<file path="src/hdl/mpeg_sys_pkg.sv">
package mpeg_sys_pkg;

   // code bytes that follow the 00 00 01 prefix
   localparam logic [7:0] pack_start_code  = 8'hBA;
   localparam logic [7:0] end_code         = 8'hB9;
   localparam logic [7:0] private_stream_2 = 8'hBF; // no header extension

   localparam logic [7:0] stuffing_byte = 8'hFF;
   localparam logic [7:0] no_ts_byte    = 8'h0F;

   localparam int ts_w = 33;

   // first byte after stuffing, read as an STD buffer field
   typedef struct packed
   {
      logic [4:0] size_hi;
      logic       scale;
      logic [1:0] tag;     // 01 marks an STD field
   } std_lead_t;

   // same byte, read as a timestamp lead
   typedef struct packed
   {
      logic       spare;
      logic [2:0] ts_top;  // timestamp bits 32:30
      logic [3:0] ts_code; // 0010 pts, 0011 pts and dts
   } ts_lead_t;

   typedef union packed
   {
      std_lead_t as_std;
      ts_lead_t  as_ts;
   } header_lead_u;

endpackage
</file>
<file path="src/hdl/mpeg_sys_reader.sv">
`timescale 1ns/1ps

module mpeg_sys_reader
#(
   parameter int max_stuffing = 16
)
(
   input  logic                          read_signal,
   input  logic                          arst_n,
   input  logic                          start,
   input  logic [7:0]                    byte_in,
   input  logic                          byte_valid,
   output logic                          done,
   output logic                          stream_done,
   output logic [7:0]                    payload,
   output logic                          payload_valid,
   output logic [7:0]                    payload_id,
   output logic [mpeg_sys_pkg::ts_w-1:0] pts,
   output logic [mpeg_sys_pkg::ts_w-1:0] dts,
   output logic                          pts_valid,
   output logic                          dts_valid,
   output logic                          sync_error
);

   logic        hunt;
   logic        prefix_found;
   logic        ts_go;
   logic        ts_done;
   logic [3:0]  ts_len;
   logic        pay_go;
   logic [15:0] pay_count;
   logic        pay_end;
   logic [7:0]  stream_id;

   start_code_finder u_finder
   (
      .read_signal  (read_signal),
      .arst_n       (arst_n),
      .start        (start),
      .hunt         (hunt),
      .byte_in      (byte_in),
      .byte_valid   (byte_valid),
      .prefix_found (prefix_found)
   );

   pes_header_parser #(.max_stuffing(max_stuffing)) u_parser
   (
      .read_signal  (read_signal),
      .arst_n       (arst_n),
      .start        (start),
      .byte_in      (byte_in),
      .byte_valid   (byte_valid),
      .prefix_found (prefix_found),
      .ts_done      (ts_done),
      .ts_len       (ts_len),
      .pay_end      (pay_end),
      .hunt         (hunt),
      .done         (done),
      .stream_done  (stream_done),
      .ts_go        (ts_go),
      .pay_go       (pay_go),
      .pay_count    (pay_count),
      .stream_id    (stream_id),
      .sync_error   (sync_error)
   );

   time_stamp_reader u_ts_reader
   (
      .read_signal (read_signal),
      .arst_n      (arst_n),
      .byte_in     (byte_in),
      .byte_valid  (byte_valid),
      .ts_go       (ts_go),
      .ts_done     (ts_done),
      .ts_len      (ts_len),
      .pts         (pts),
      .dts         (dts),
      .pts_valid   (pts_valid),
      .dts_valid   (dts_valid)
   );

   payload_emitter u_emitter
   (
      .read_signal   (read_signal),
      .arst_n        (arst_n),
      .byte_in       (byte_in),
      .byte_valid    (byte_valid),
      .pay_go        (pay_go),
      .pay_count     (pay_count),
      .stream_id     (stream_id),
      .pay_end       (pay_end),
      .payload       (payload),
      .payload_valid (payload_valid),
      .payload_id    (payload_id)
   );

endmodule

</file>
<file path="src/hdl/payload_emitter.sv">
`timescale 1ns/1ps

module payload_emitter
(
   input  logic        read_signal,
   input  logic        arst_n,
   input  logic [7:0]  byte_in,
   input  logic        byte_valid,
   input  logic        pay_go,
   input  logic [15:0] pay_count,
   input  logic [7:0]  stream_id,
   output logic        pay_end,
   output logic [7:0]  payload,
   output logic        payload_valid,
   output logic [7:0]  payload_id
);

   logic [15:0] count; // payload bytes still to pass
   logic        take;

   assign take    = byte_valid & (count != 16'd0);
   assign pay_end = take & (count == 16'd1);

   always_ff @(posedge read_signal or negedge arst_n)
   begin
      if (!arst_n)
      begin
         count         <= 16'd0;
         payload_valid <= 1'b0;
      end
      else
      begin
         payload_valid <= take;
         if (pay_go)
            count <= pay_count;
         else if (take)
            count <= count - 16'd1;
      end
   end

   always_ff @(posedge read_signal)
   begin
      if (take)
      begin
         payload    <= byte_in;
         payload_id <= stream_id;
      end
   end

endmodule

</file>
<file path="src/hdl/time_stamp_reader.sv">
`timescale 1ns/1ps

module time_stamp_reader
(
   input  logic                          read_signal,
   input  logic                          arst_n,
   input  logic [7:0]                    byte_in,
   input  logic                          byte_valid,
   input  logic                          ts_go,
   output logic                          ts_done,
   output logic [3:0]                    ts_len,
   output logic [mpeg_sys_pkg::ts_w-1:0] pts,
   output logic [mpeg_sys_pkg::ts_w-1:0] dts,
   output logic                          pts_valid,
   output logic                          dts_valid
);

   mpeg_sys_pkg::header_lead_u lead;
   logic [3:0]                 cnt;      // byte position after the lead
   logic                       busy;
   logic                       with_dts;
   logic                       lead_none;
   logic                       last_byte;

   assign lead      = byte_in;
   assign lead_none = ts_go & (byte_in == mpeg_sys_pkg::no_ts_byte);
   assign last_byte = busy & byte_valid & ((cnt == 4'd9) | ((cnt == 4'd4) & ~with_dts));
   assign ts_done   = lead_none | last_byte;
   assign ts_len    = lead_none ? 4'd1 : (with_dts ? 4'd10 : 4'd5);

   always_ff @(posedge read_signal or negedge arst_n)
   begin
      if (!arst_n)
      begin
         cnt       <= 4'd0;
         busy      <= 1'b0;
         with_dts  <= 1'b0;
         pts_valid <= 1'b0;
         dts_valid <= 1'b0;
      end
      else
      begin
         pts_valid <= 1'b0;
         dts_valid <= 1'b0;
         if (ts_go && !lead_none)
         begin
            busy     <= 1'b1;
            cnt      <= 4'd1;
            with_dts <= (lead.as_ts.ts_code == 4'b0011);
         end
         else if (busy && byte_valid)
         begin
            cnt       <= cnt + 4'd1;
            pts_valid <= (cnt == 4'd4);
            dts_valid <= (cnt == 4'd9);
            if (last_byte)
               busy <= 1'b0;
         end
      end
   end

   // marker bits in bit 7 of the 7-bit groups are dropped
   always_ff @(posedge read_signal)
   begin
      if (ts_go && !lead_none)
         pts[32:30] <= lead.as_ts.ts_top;
      else if (busy && byte_valid)
      begin
         case (cnt)
            4'd1: pts[29:22] <= byte_in;
            4'd2: pts[21:15] <= byte_in[6:0];
            4'd3: pts[14:7]  <= byte_in;
            4'd4: pts[6:0]   <= byte_in[6:0];
            4'd5: dts[32:30] <= lead.as_ts.ts_top; // dts lead
            4'd6: dts[29:22] <= byte_in;
            4'd7: dts[21:15] <= byte_in[6:0];
            4'd8: dts[14:7]  <= byte_in;
            4'd9: dts[6:0]   <= byte_in[6:0];
            default: ;
         endcase
      end
   end

endmodule

</file>
<file path="src/hdl/pes_header_parser.sv">
`timescale 1ns/1ps

module pes_header_parser
#(
   parameter int max_stuffing = 16
)
(
   input  logic        read_signal,
   input  logic        arst_n,
   input  logic        start,
   input  logic [7:0]  byte_in,
   input  logic        byte_valid,
   input  logic        prefix_found,
   input  logic        ts_done,
   input  logic [3:0]  ts_len,
   input  logic        pay_end,
   output logic        hunt,
   output logic        done,
   output logic        stream_done,
   output logic        ts_go,
   output logic        pay_go,
   output logic [15:0] pay_count,
   output logic [7:0]  stream_id,
   output logic        sync_error
);

   localparam int cnt_w = $clog2(max_stuffing + 2);
   localparam logic [cnt_w-1:0] max_cnt = cnt_w'(max_stuffing);

   typedef enum logic [3:0]
   {
      s_hunt,
      s_len_hi,
      s_len_lo,
      s_lead,
      s_std_lo,
      s_ts_lead,
      s_ts_wait,
      s_payload,
      s_done
   } state_t;

   state_t                    state;
   state_t                    ts_next;
   logic [15:0]               remain;    // packet bytes not yet consumed
   logic [15:0]               len_full;
   logic [15:0]               ts_rem;
   logic [cnt_w-1:0]          stuff_cnt;
   mpeg_sys_pkg::header_lead_u lead;
   logic                      is_stuff;
   logic                      is_std;
   logic                      is_ts;
   logic                      psb2_end;

   assign lead     = byte_in;
   assign len_full = {remain[15:8], byte_in};
   assign ts_rem   = remain - {12'd0, ts_len};
   assign is_stuff = (byte_in == mpeg_sys_pkg::stuffing_byte);
   assign is_std   = (lead.as_std.tag == 2'b01);
   assign is_ts    = (byte_in == mpeg_sys_pkg::no_ts_byte) ||
                     (lead.as_ts.ts_code == 4'b0010) ||
                     (lead.as_ts.ts_code == 4'b0011);
   assign hunt     = (state == s_hunt);

   // lead byte goes to the timestamp reader in the same cycle
   assign ts_go = byte_valid & is_ts &
                  (((state == s_lead) & ~is_stuff & ~is_std) | (state == s_ts_lead));

   assign psb2_end  = byte_valid & (state == s_len_lo) &
                      (stream_id == mpeg_sys_pkg::private_stream_2);
   assign pay_go    = (ts_done & (ts_rem != 16'd0)) | (psb2_end & (len_full != 16'd0));
   assign pay_count = psb2_end ? len_full : ts_rem;
   assign ts_next   = !ts_done ? s_ts_wait : ((ts_rem == 16'd0) ? s_hunt : s_payload);

   always_ff @(posedge read_signal or negedge arst_n)
   begin
      if (!arst_n)
      begin
         state       <= s_hunt;
         done        <= 1'b0;
         stream_done <= 1'b0;
         sync_error  <= 1'b0;
         stuff_cnt   <= '0;
         remain      <= 16'd0;
         stream_id   <= 8'd0;
      end
      else
      begin
         sync_error <= 1'b0;
         if (state == s_done)
         begin
            if (!start)
            begin
               done  <= 1'b0;
               state <= s_hunt;
            end
         end
         else if (byte_valid)
         begin
            case (state)
               s_hunt:
                  if (prefix_found)
                  begin
                     if (byte_in == mpeg_sys_pkg::pack_start_code ||
                         byte_in == mpeg_sys_pkg::end_code)
                     begin
                        done        <= 1'b1;
                        stream_done <= stream_done | (byte_in == mpeg_sys_pkg::end_code);
                        state       <= s_done;
                     end
                     else
                     begin
                        stream_id <= byte_in;
                        stuff_cnt <= '0;
                        state     <= s_len_hi;
                     end
                  end
               s_len_hi:
               begin
                  remain[15:8] <= byte_in;
                  state        <= s_len_lo;
               end
               s_len_lo:
               begin
                  remain <= len_full;
                  if (stream_id == mpeg_sys_pkg::private_stream_2)
                     state <= (len_full == 16'd0) ? s_hunt : s_payload;
                  else
                     state <= s_lead;
               end
               s_lead:
                  if (is_stuff)
                  begin
                     if (stuff_cnt == max_cnt)
                     begin
                        sync_error <= 1'b1; // drop the packet
                        state      <= s_hunt;
                     end
                     else
                     begin
                        stuff_cnt <= stuff_cnt + cnt_w'(1);
                        remain    <= remain - 16'd1;
                     end
                  end
                  else if (is_std)
                  begin
                     remain <= remain - 16'd1;
                     state  <= s_std_lo;
                  end
                  else if (!is_ts)
                  begin
                     sync_error <= 1'b1;
                     state      <= s_hunt;
                  end
                  else
                     state <= ts_next;
               s_std_lo:
               begin
                  remain <= remain - 16'd1;
                  state  <= s_ts_lead;
               end
               s_ts_lead:
                  if (!is_ts)
                  begin
                     sync_error <= 1'b1;
                     state      <= s_hunt;
                  end
                  else
                     state <= ts_next;
               s_ts_wait:
                  if (ts_done)
                     state <= ts_next;
               s_payload:
                  if (pay_end)
                     state <= s_hunt;
               default:
                  state <= s_hunt;
            endcase
         end
      end
   end

endmodule

</file>
<file path="src/hdl/start_code_finder.sv">
`timescale 1ns/1ps

module start_code_finder
(
   input  logic       read_signal,
   input  logic       arst_n,
   input  logic       start,
   input  logic       hunt,
   input  logic [7:0] byte_in,
   input  logic       byte_valid,
   output logic       prefix_found
);

   typedef enum logic [1:0]
   {
      z_none,
      z_one,
      z_two
   } zero_state_t;

   zero_state_t zeros;
   logic        searching;

   assign searching = start & hunt;

   always_ff @(posedge read_signal or negedge arst_n)
   begin
      if (!arst_n)
      begin
         zeros        <= z_none;
         prefix_found <= 1'b0;
      end
      else if (byte_valid)
      begin
         prefix_found <= 1'b0; // held over stalls until the code byte
         if (!searching)
            zeros <= z_none;
         else
         begin
            case (zeros)
               z_none:
                  if (byte_in == 8'h00)
                     zeros <= z_one;
               z_one:
                  zeros <= (byte_in == 8'h00) ? z_two : z_none;
               z_two:
               begin
                  if (byte_in == 8'h01)
                  begin
                     prefix_found <= 1'b1;
                     zeros        <= z_none;
                  end
                  else if (byte_in != 8'h00)
                     zeros <= z_none; // extra zeros stay in z_two
               end
               default:
                  zeros <= z_none;
            endcase
         end
      end
   end

endmodule

</file>
<file path="config.mk">
export PLATFORM = sky130hd
export DESIGN_NAME = mpeg_sys_reader
export DESIGN_NICKNAME = d
export VERILOG_FILES = /design/src/hdl/mpeg_sys_pkg.sv /design/src/hdl/mpeg_sys_reader.sv /design/src/hdl/payload_emitter.sv /design/src/hdl/time_stamp_reader.sv /design/src/hdl/pes_header_parser.sv /design/src/hdl/start_code_finder.sv
export SDC_FILE = /design/constraint.sdc
export NUM_CORES = 1
export LEC_CHECK = 0
export ABC_AREA = 1
export BUFFER_PORTS_ARGS = -buffer_cell sky130_fd_sc_hd__buf_2
export CAP_MARGIN = 20
export CORE_UTILIZATION = 35
export DETAILED_ROUTE_END_ITERATION = 16
export SLEW_MARGIN = 20
export SYNTH_ARGS = -nofsm -noshare
export SYNTH_HDL_FRONTEND = slang
export SYNTH_SLANG_ARGS = --single-unit
</file>
<file path="constraint.sdc">
create_clock -name read_signal -period 3.74 [get_ports read_signal]
set_input_delay 0 -clock read_signal [delete_from_list [all_inputs] [get_ports read_signal]]
set_output_delay 0 -clock read_signal [all_outputs]
set_load 0.01 [all_outputs]
</file>
### Yosys cells after proc, flatten, opt, wreduce, memory -nomap -nowiden

Cells that the tools add are included.
W data, S select, Z words.

* add/subtract/negate cells: 5
* equality and inequality tests: 43
* muxes and demuxes: 62
* bitwise operators: 26
* reduce and logical (&&, ||, !) cells: 43

Operators with widths (number)
* $mux W16: 6
* $mux W4: 17
* $pmux W8 S3: 2
* $reduce_bool A16 Y1: 3
* $eq A4 B3 Y1 const B: 8
* $eq A8 B8 Y1 const B: 4
* $logic_not A16 Y1: 2
* $pmux W4 S8: 1
* $sub A16 B1 Y16 const B: 2
* $reduce_and A3 Y1: 10
* $reduce_and A5 Y1: 5
* $eq A4 B2 Y1 const B: 6
* $mux W1: 22
* $mux W5: 4
* $eq A16 B1 Y1 const B: 1
* $reduce_bool A2 Y1: 8
* $sub A16 B4 Y16: 1
* $and A1 B1 Y1: 15
* $eq A4 B4 Y1 const B: 3
* $mux W2: 5
* $pmux W5 S2: 1
* $eq A4 B1 Y1 const B: 2
* $eq A8 B1 Y1 const B: 1
* $eq A8 B4 Y1 const B: 1
* 27 further kinds: 49

* bits in registers: 146
* bits of input ports: 12
* output and inout bits: 88
* word-level logic and storage cells: 208

### Longest topological paths before layout

* depth after elaboration: 18
* gate-level depth with buffers: 29
* depth with buffers taken out: 29

### Modules after synthesis

A second synthesis with hierarchy kept.

* cells, all modules: 869
* area total of the unflattened synthesis: 7704.9 um2

Modules (own cells, without submodules)
* pes_header_parser: times used 1, cells an instance 488, area an instance 3150.5 um2, sequential area each 900.9 um2
* time_stamp_reader: times used 1, cells an instance 156, area an instance 2580.0 um2, sequential area each 2182.1 um2
* payload_emitter: times used 1, cells an instance 194, area an instance 1750.4 um2, sequential area each 905.9 um2
* start_code_finder: times used 1, cells an instance 31, area an instance 224.0 um2, sequential area each 75.1 um2

### Least setup slack after synthesis

OpenSTA, ideal clock, no wires.

* kind: register to register
* start: register u_parser.state[3]
* end: register u_emitter.count[6]
* library setup time: 118 ps
* arrival: 3071 ps
* required time: 3622 ps
* slack: 550 ps
* stages on the path, launching flop included: 27
* path buffers: 1
* period minus slack after synthesis: 3190 ps
* cell sequence: dfrtp_1 -> nor2_1 -> inv_1 -> nor2_4 -> inv_2 -> nor2_2 -> nand2_2 -> nand2_4 -> nand3_4 -> nand2_1 -> inv_1 -> fa_1 -> nor2_1 -> nor2_4 -> nand2_1 -> xor2_1 -> nor2_1 -> nand2_1 -> nor2_2 -> nand2_1 -> nand2_2 -> nand2_4 -> inv_4 -> nand2_4 -> buf_6 -> nand2_1 -> o21ai_2

* word-level cells in the longest chain between the ends: 12
* elaborated cells between the ends (all ways): 20
* those cells by class: add/sub (1); eq/ne (3); mux (3); bitwise (11); reduce/logical (2)

Ends and longest elaborated chain
* from (decl): line pes_header_parser.sv:43 `state_t state;`
* from (signal assigned): line pes_header_parser.sv:79 `state <= s_hunt;`
* from (signal assigned): line pes_header_parser.sv:95 `state <= s_hunt;`
* from (signal assigned): line pes_header_parser.sv:109 `state <= s_done;`
* $eq A4 B2 Y1: line pes_header_parser.sv:67 `(((state == s_lead) & ~is_stuff & ~is_std) | (state == s_ts_lead));`
* $and A1 B1 Y1 (2 in a row): line pes_header_parser.sv:67
* $or A1 B1 Y1: line pes_header_parser.sv:67
* $and A1 B1 Y1: line pes_header_parser.sv:66 `assign ts_go = byte_valid & is_ts &`
* $and A1 B1 Y1: line time_stamp_reader.sv:26 `assign lead_none = ts_go & (byte_in == mpeg_sys_pkg::no_ts_byte);`
* $mux W4: line time_stamp_reader.sv:29 `assign ts_len = lead_none ? 4'd1 : (with_dts ? 4'd10 : 4'd5);`
* $sub A16 B4 Y16: line pes_header_parser.sv:57 `assign ts_rem = remain - {12'd0, ts_len};`
* $reduce_bool A16 Y1: line pes_header_parser.sv:71 `assign pay_go = (ts_done & (ts_rem != 16'd0)) | (psb2_end & (len_full != 16'd0));`
* $and A1 B1 Y1: line pes_header_parser.sv:71
* $or A1 B1 Y1: line pes_header_parser.sv:71
* $mux W16 or $reduce_bool A2 Y1 (tied branches)
* to (signal assigned): line payload_emitter.sv:35 `count <= pay_count;`
* to (signal assigned): line payload_emitter.sv:37 `count <= count - 16'd1;`
* to (decl): line payload_emitter.sv:18 `logic [15:0] count;`

Several ways; a longest one is shown, not always the timed one.
A chain may end at the register's enable or synchronous reset.

### Worst setup path after layout

* start: register u_parser.state[1]
* end: register u_emitter.count[2]

The elaborated chain is that of the path after synthesis.

==> flow_metrics.env <==
export IMPL_vias=5851
export IMPL_worst_slew_pin_slew_ns=0.9141
export IMPL_syn_avg_cell_area_um2=9.209
export IMPL_relSlewSlack_pct=38.59
export IMPL_crit_start="u_parser.state[1]"
export IMPL_ys_ff_latch=146
export IMPL_diodes=0
export IMPL_grt_pass1_wl_mm=29.09
export IMPL_cts_tree="yes"
export IMPL_grt_ovfl_total=0
export IMPL_finalClockSkew_ns=0.007820
export IMPL_ant_nets=0
export IMPL_clk_transition_reported_paths_ns=0.07
export IMPL_grt_pass1_vias=5506
export IMPL_hold_class="in2reg"
export IMPL_cts_htree_levels=4
export IMPL_path_class="reg2reg"
export IMPL_synth_area_top_cells="edfxtp_1 (34%), dfrtp_1 (22%), nand2_1 (8.2%), inv_1 (5.3%), nor2_1 (4.6%)"
export IMPL_die_area_mm2=0.02131
export IMPL_fin_ws_ns=0.3619
export IMPL_arrival_ns=3.74
export IMPL_cts_root_buffer="clkbuf_16"
export IMPL_wl_per_cell_um=15.11
export IMPL_fin_setup_tns_ns=0
export IMPL_run_status="complete, no violations"
export IMPL_antenna_found_initial=0
export IMPL_maxSlewViolCount=0
export IMPL_cts_buffers=17
export IMPL_r2r_slack_ns=0.36
export IMPL_seq_area_frac_synth_pct=56.00
export IMPL_ios=100
export IMPL_syn_area_mm2=0.007257
export IMPL_crit_fanout=11
export IMPL_ys_types=46
export IMPL_rsz0062_at_grt="no"
export IMPL_grt_max_degree=42
export IMPL_required_ns=4.10
export IMPL_viasPerCell=4.872
export IMPL_core_mm2=0.02030
export IMPL_area_growth_pct=21.91
export IMPL_max_cap_violations=0
export IMPL_portBuffers=99
export IMPL_drtPass1Iterations=5
export IMPL_initial_core_util_pct=35.75
export IMPL_synth_warnings=0
export IMPL_clk_path_buf_depth=2
export IMPL_synth_commonest_cells="nand2_1 (159), inv_1 (103), nor2_1 (88), edfxtp_1 (82), dfrtp_1 (64)"
export IMPL_numClockSinks=146
export IMPL_worstHoldStart="byte_in[1]"
export IMPL_num_rows=52
export IMPL_place_inst=1160
export IMPL_place_ws_ns=0.1585
export IMPL_synthArstFlopShare_pct=43.84
export IMPL_synth_edf_count=82
export IMPL_final_util_pct=43.58
export IMPL_gr_usage_all_layers_pct=17.72
export IMPL_timing_final_setup_violations=0
export IMPL_cp_end_kind="flip-flop"
export IMPL_yosys_most_used_dff="edfxtp_1"
export IMPL_drive_gt1_share_pct=21.37
export IMPL_leakage_uw=0.003919
export IMPL_max_freq_mhz=296.0
export IMPL_die_w_um=146.0
export IMPL_multiInputGateArea_mm2=0.002720
export IMPL_syn_num_nets=814
export IMPL_peakVddDrop_mv=0.4132
export IMPL_drc=0
export IMPL_die_y_um=146.0
export IMPL_p_per_area_mw_per_mm2=686.5
export IMPL_synth_top_cell_by_area="edfxtp_1"
export IMPL_synth_top_area_share_pct=33.93
export IMPL_stdcell_count=1201
export IMPL_fin_crit_ns=3.378
export IMPL_drt_iter0_markers=445
export IMPL_fill_cells=2003
export IMPL_finalHoldViolCount=0
export IMPL_synth_cells=788
export IMPL_critPathLaunchType="flip-flop"
export IMPL_yosysMostFrequentCell="nand2_1"
export IMPL_r2r_start="u_parser.state[1]"
export IMPL_finalCritPeriodShare_pct=90.32
export IMPL_dp_hpwl_mm=13.28
export IMPL_nets=944
export IMPL_gp_congestion=0.8563
export IMPL_seq_area_mm2=0.004064
export IMPL_wirelength_mm=18.15
export IMPL_clkLatencyLatePin_ns=0.42
-- where the power goes --
| part | switching (uW) | total, uW | internal [uW] |
|---|---|---|---|
| clock | 754 | 1650 | 894 |
| sequential | 309 | 2280 | 1970 |
| combinational | 1400 | 2150 | 747 |
-- flip-flops by register name, indices dropped and copies added, names as in the netlist, 2 cells and up --
signal and flops:
u_parser.state 4, u_emitter.payload 8, u_ts_reader.pts 33, u_emitter.payload_id 8, u_finder.zeros 2, u_ts_reader.dts 33
u_emitter.count 16, u_parser.remain 16, u_parser.stream_id 8, u_ts_reader.cnt 4, u_parser.stuff_cnt 5
-- final cells by class --
class | count | area share [%]
sequential | 146 | 45.93
clock inverter | 15 | 1.853
multi-input combinational | 518 | 30.75
tap | 270 | 3.818
inverter | 110 | 4.752
clock buffer | 17 | 4.808
timing repair buffer | 125 | 8.089
-- layout by cell type (no fill, tap or decap), types with 7 or more instances in the layout --
master and count:
nand2_1 158, a21oi_1 19, nor2_2 12, dfrtp_1 64, dlygate4sd3_1 9, nor2_1 86, nor3_1 20, a31oi_1 13
xor2_1 10, edfxtp_1 82, buf_2 98, ha_1 12, nand3_1 54, clkbuf_16 17, inv_1 102, nand4_1 15
buf_4 18, o21ai_0 56, inv_2 7
-- worst paths after layout --
path                                            to  depth (start not counted)
max                             u_emitter.count[2]                         25
min                           u_ts_reader.with_dts                          5
max reg2reg                     u_emitter.count[2]                         25
min reg2reg                u_emitter.payload_id[7]                          0
max in group asynchronous    u_parser.stream_id[6]                          3
min in group asynchronous      u_emitter.count[11]                          2
-- cell families (layout without fill, tap and decap cells) --
family	count (synthesis)	after routing	share of synthesized area, %
buffers and inverters	124	267	6.931
DFF	146	146	56.00
adders and majority gates	14	14	2.517
xor gates and xnor gates	15	15	1.810
AOI/OAI and AO/OA	112	112	8.810
and+or+nand+nor	377	377	23.93
-- routing by layer --
| layer | GRT usage (%) | part of all wire, % |
|---|---|---|
| met1 | 23.91 | 46 |
| met4 | 6.042 | 1.3 |
| met3 | 2.727 | 4.9 |
| met5 | 0 | 0 |
| met2 | 29.09 | 48 |
-- critical path, stage by stage (launching register included) --
cell and delay (ns):
dfrtp_1 0.45, nand2_1 0.14, nor2_4 0.13, inv_2 0.06
nor2_2 0.13, nand2_2 0.09, nand2_4 0.09, nand3_4 0.09
nand2_2 0.11, ha_1 0.29, inv_1 0.11, nor2_1 0.05
nand3_1 0.24, nand3_1 0.11, nand2_1 0.08, nand2_1 0.06
nor2_1 0.09, nand2_1 0.07, nor2_2 0.13, nand2_1 0.07
nand2_2 0.09, nand2_4 0.11, buf_4 0.19, o211ai_1 0.11
nand3_1 0.14, nand2_1 0.09
-- what timing repair did --
item,in CTS,in global routing
hold buffers,9,0
resized for setup,0,9
endpoints found under the setup margin,0,16
buffers inserted,0,0
endpoints found under the hold margin,71,0
-- stage by stage --
stage / cell area [um2] / power [uW] / hold WS (ns)
6_report: 8847 / 6074 / 0.04888
5_1_grt: 8847 / 6523 / 0.07783
4_1_cts: 8813 / 6088 / 0.02718
3_5_place_dp: 8134 / 4405 / 0.2393
3_3_place_gp: 8127 / 4379 / 0.2114
2_1_floorplan: 7257 / 3841 / -0.2956
Power figures use the tool's default switching activity.
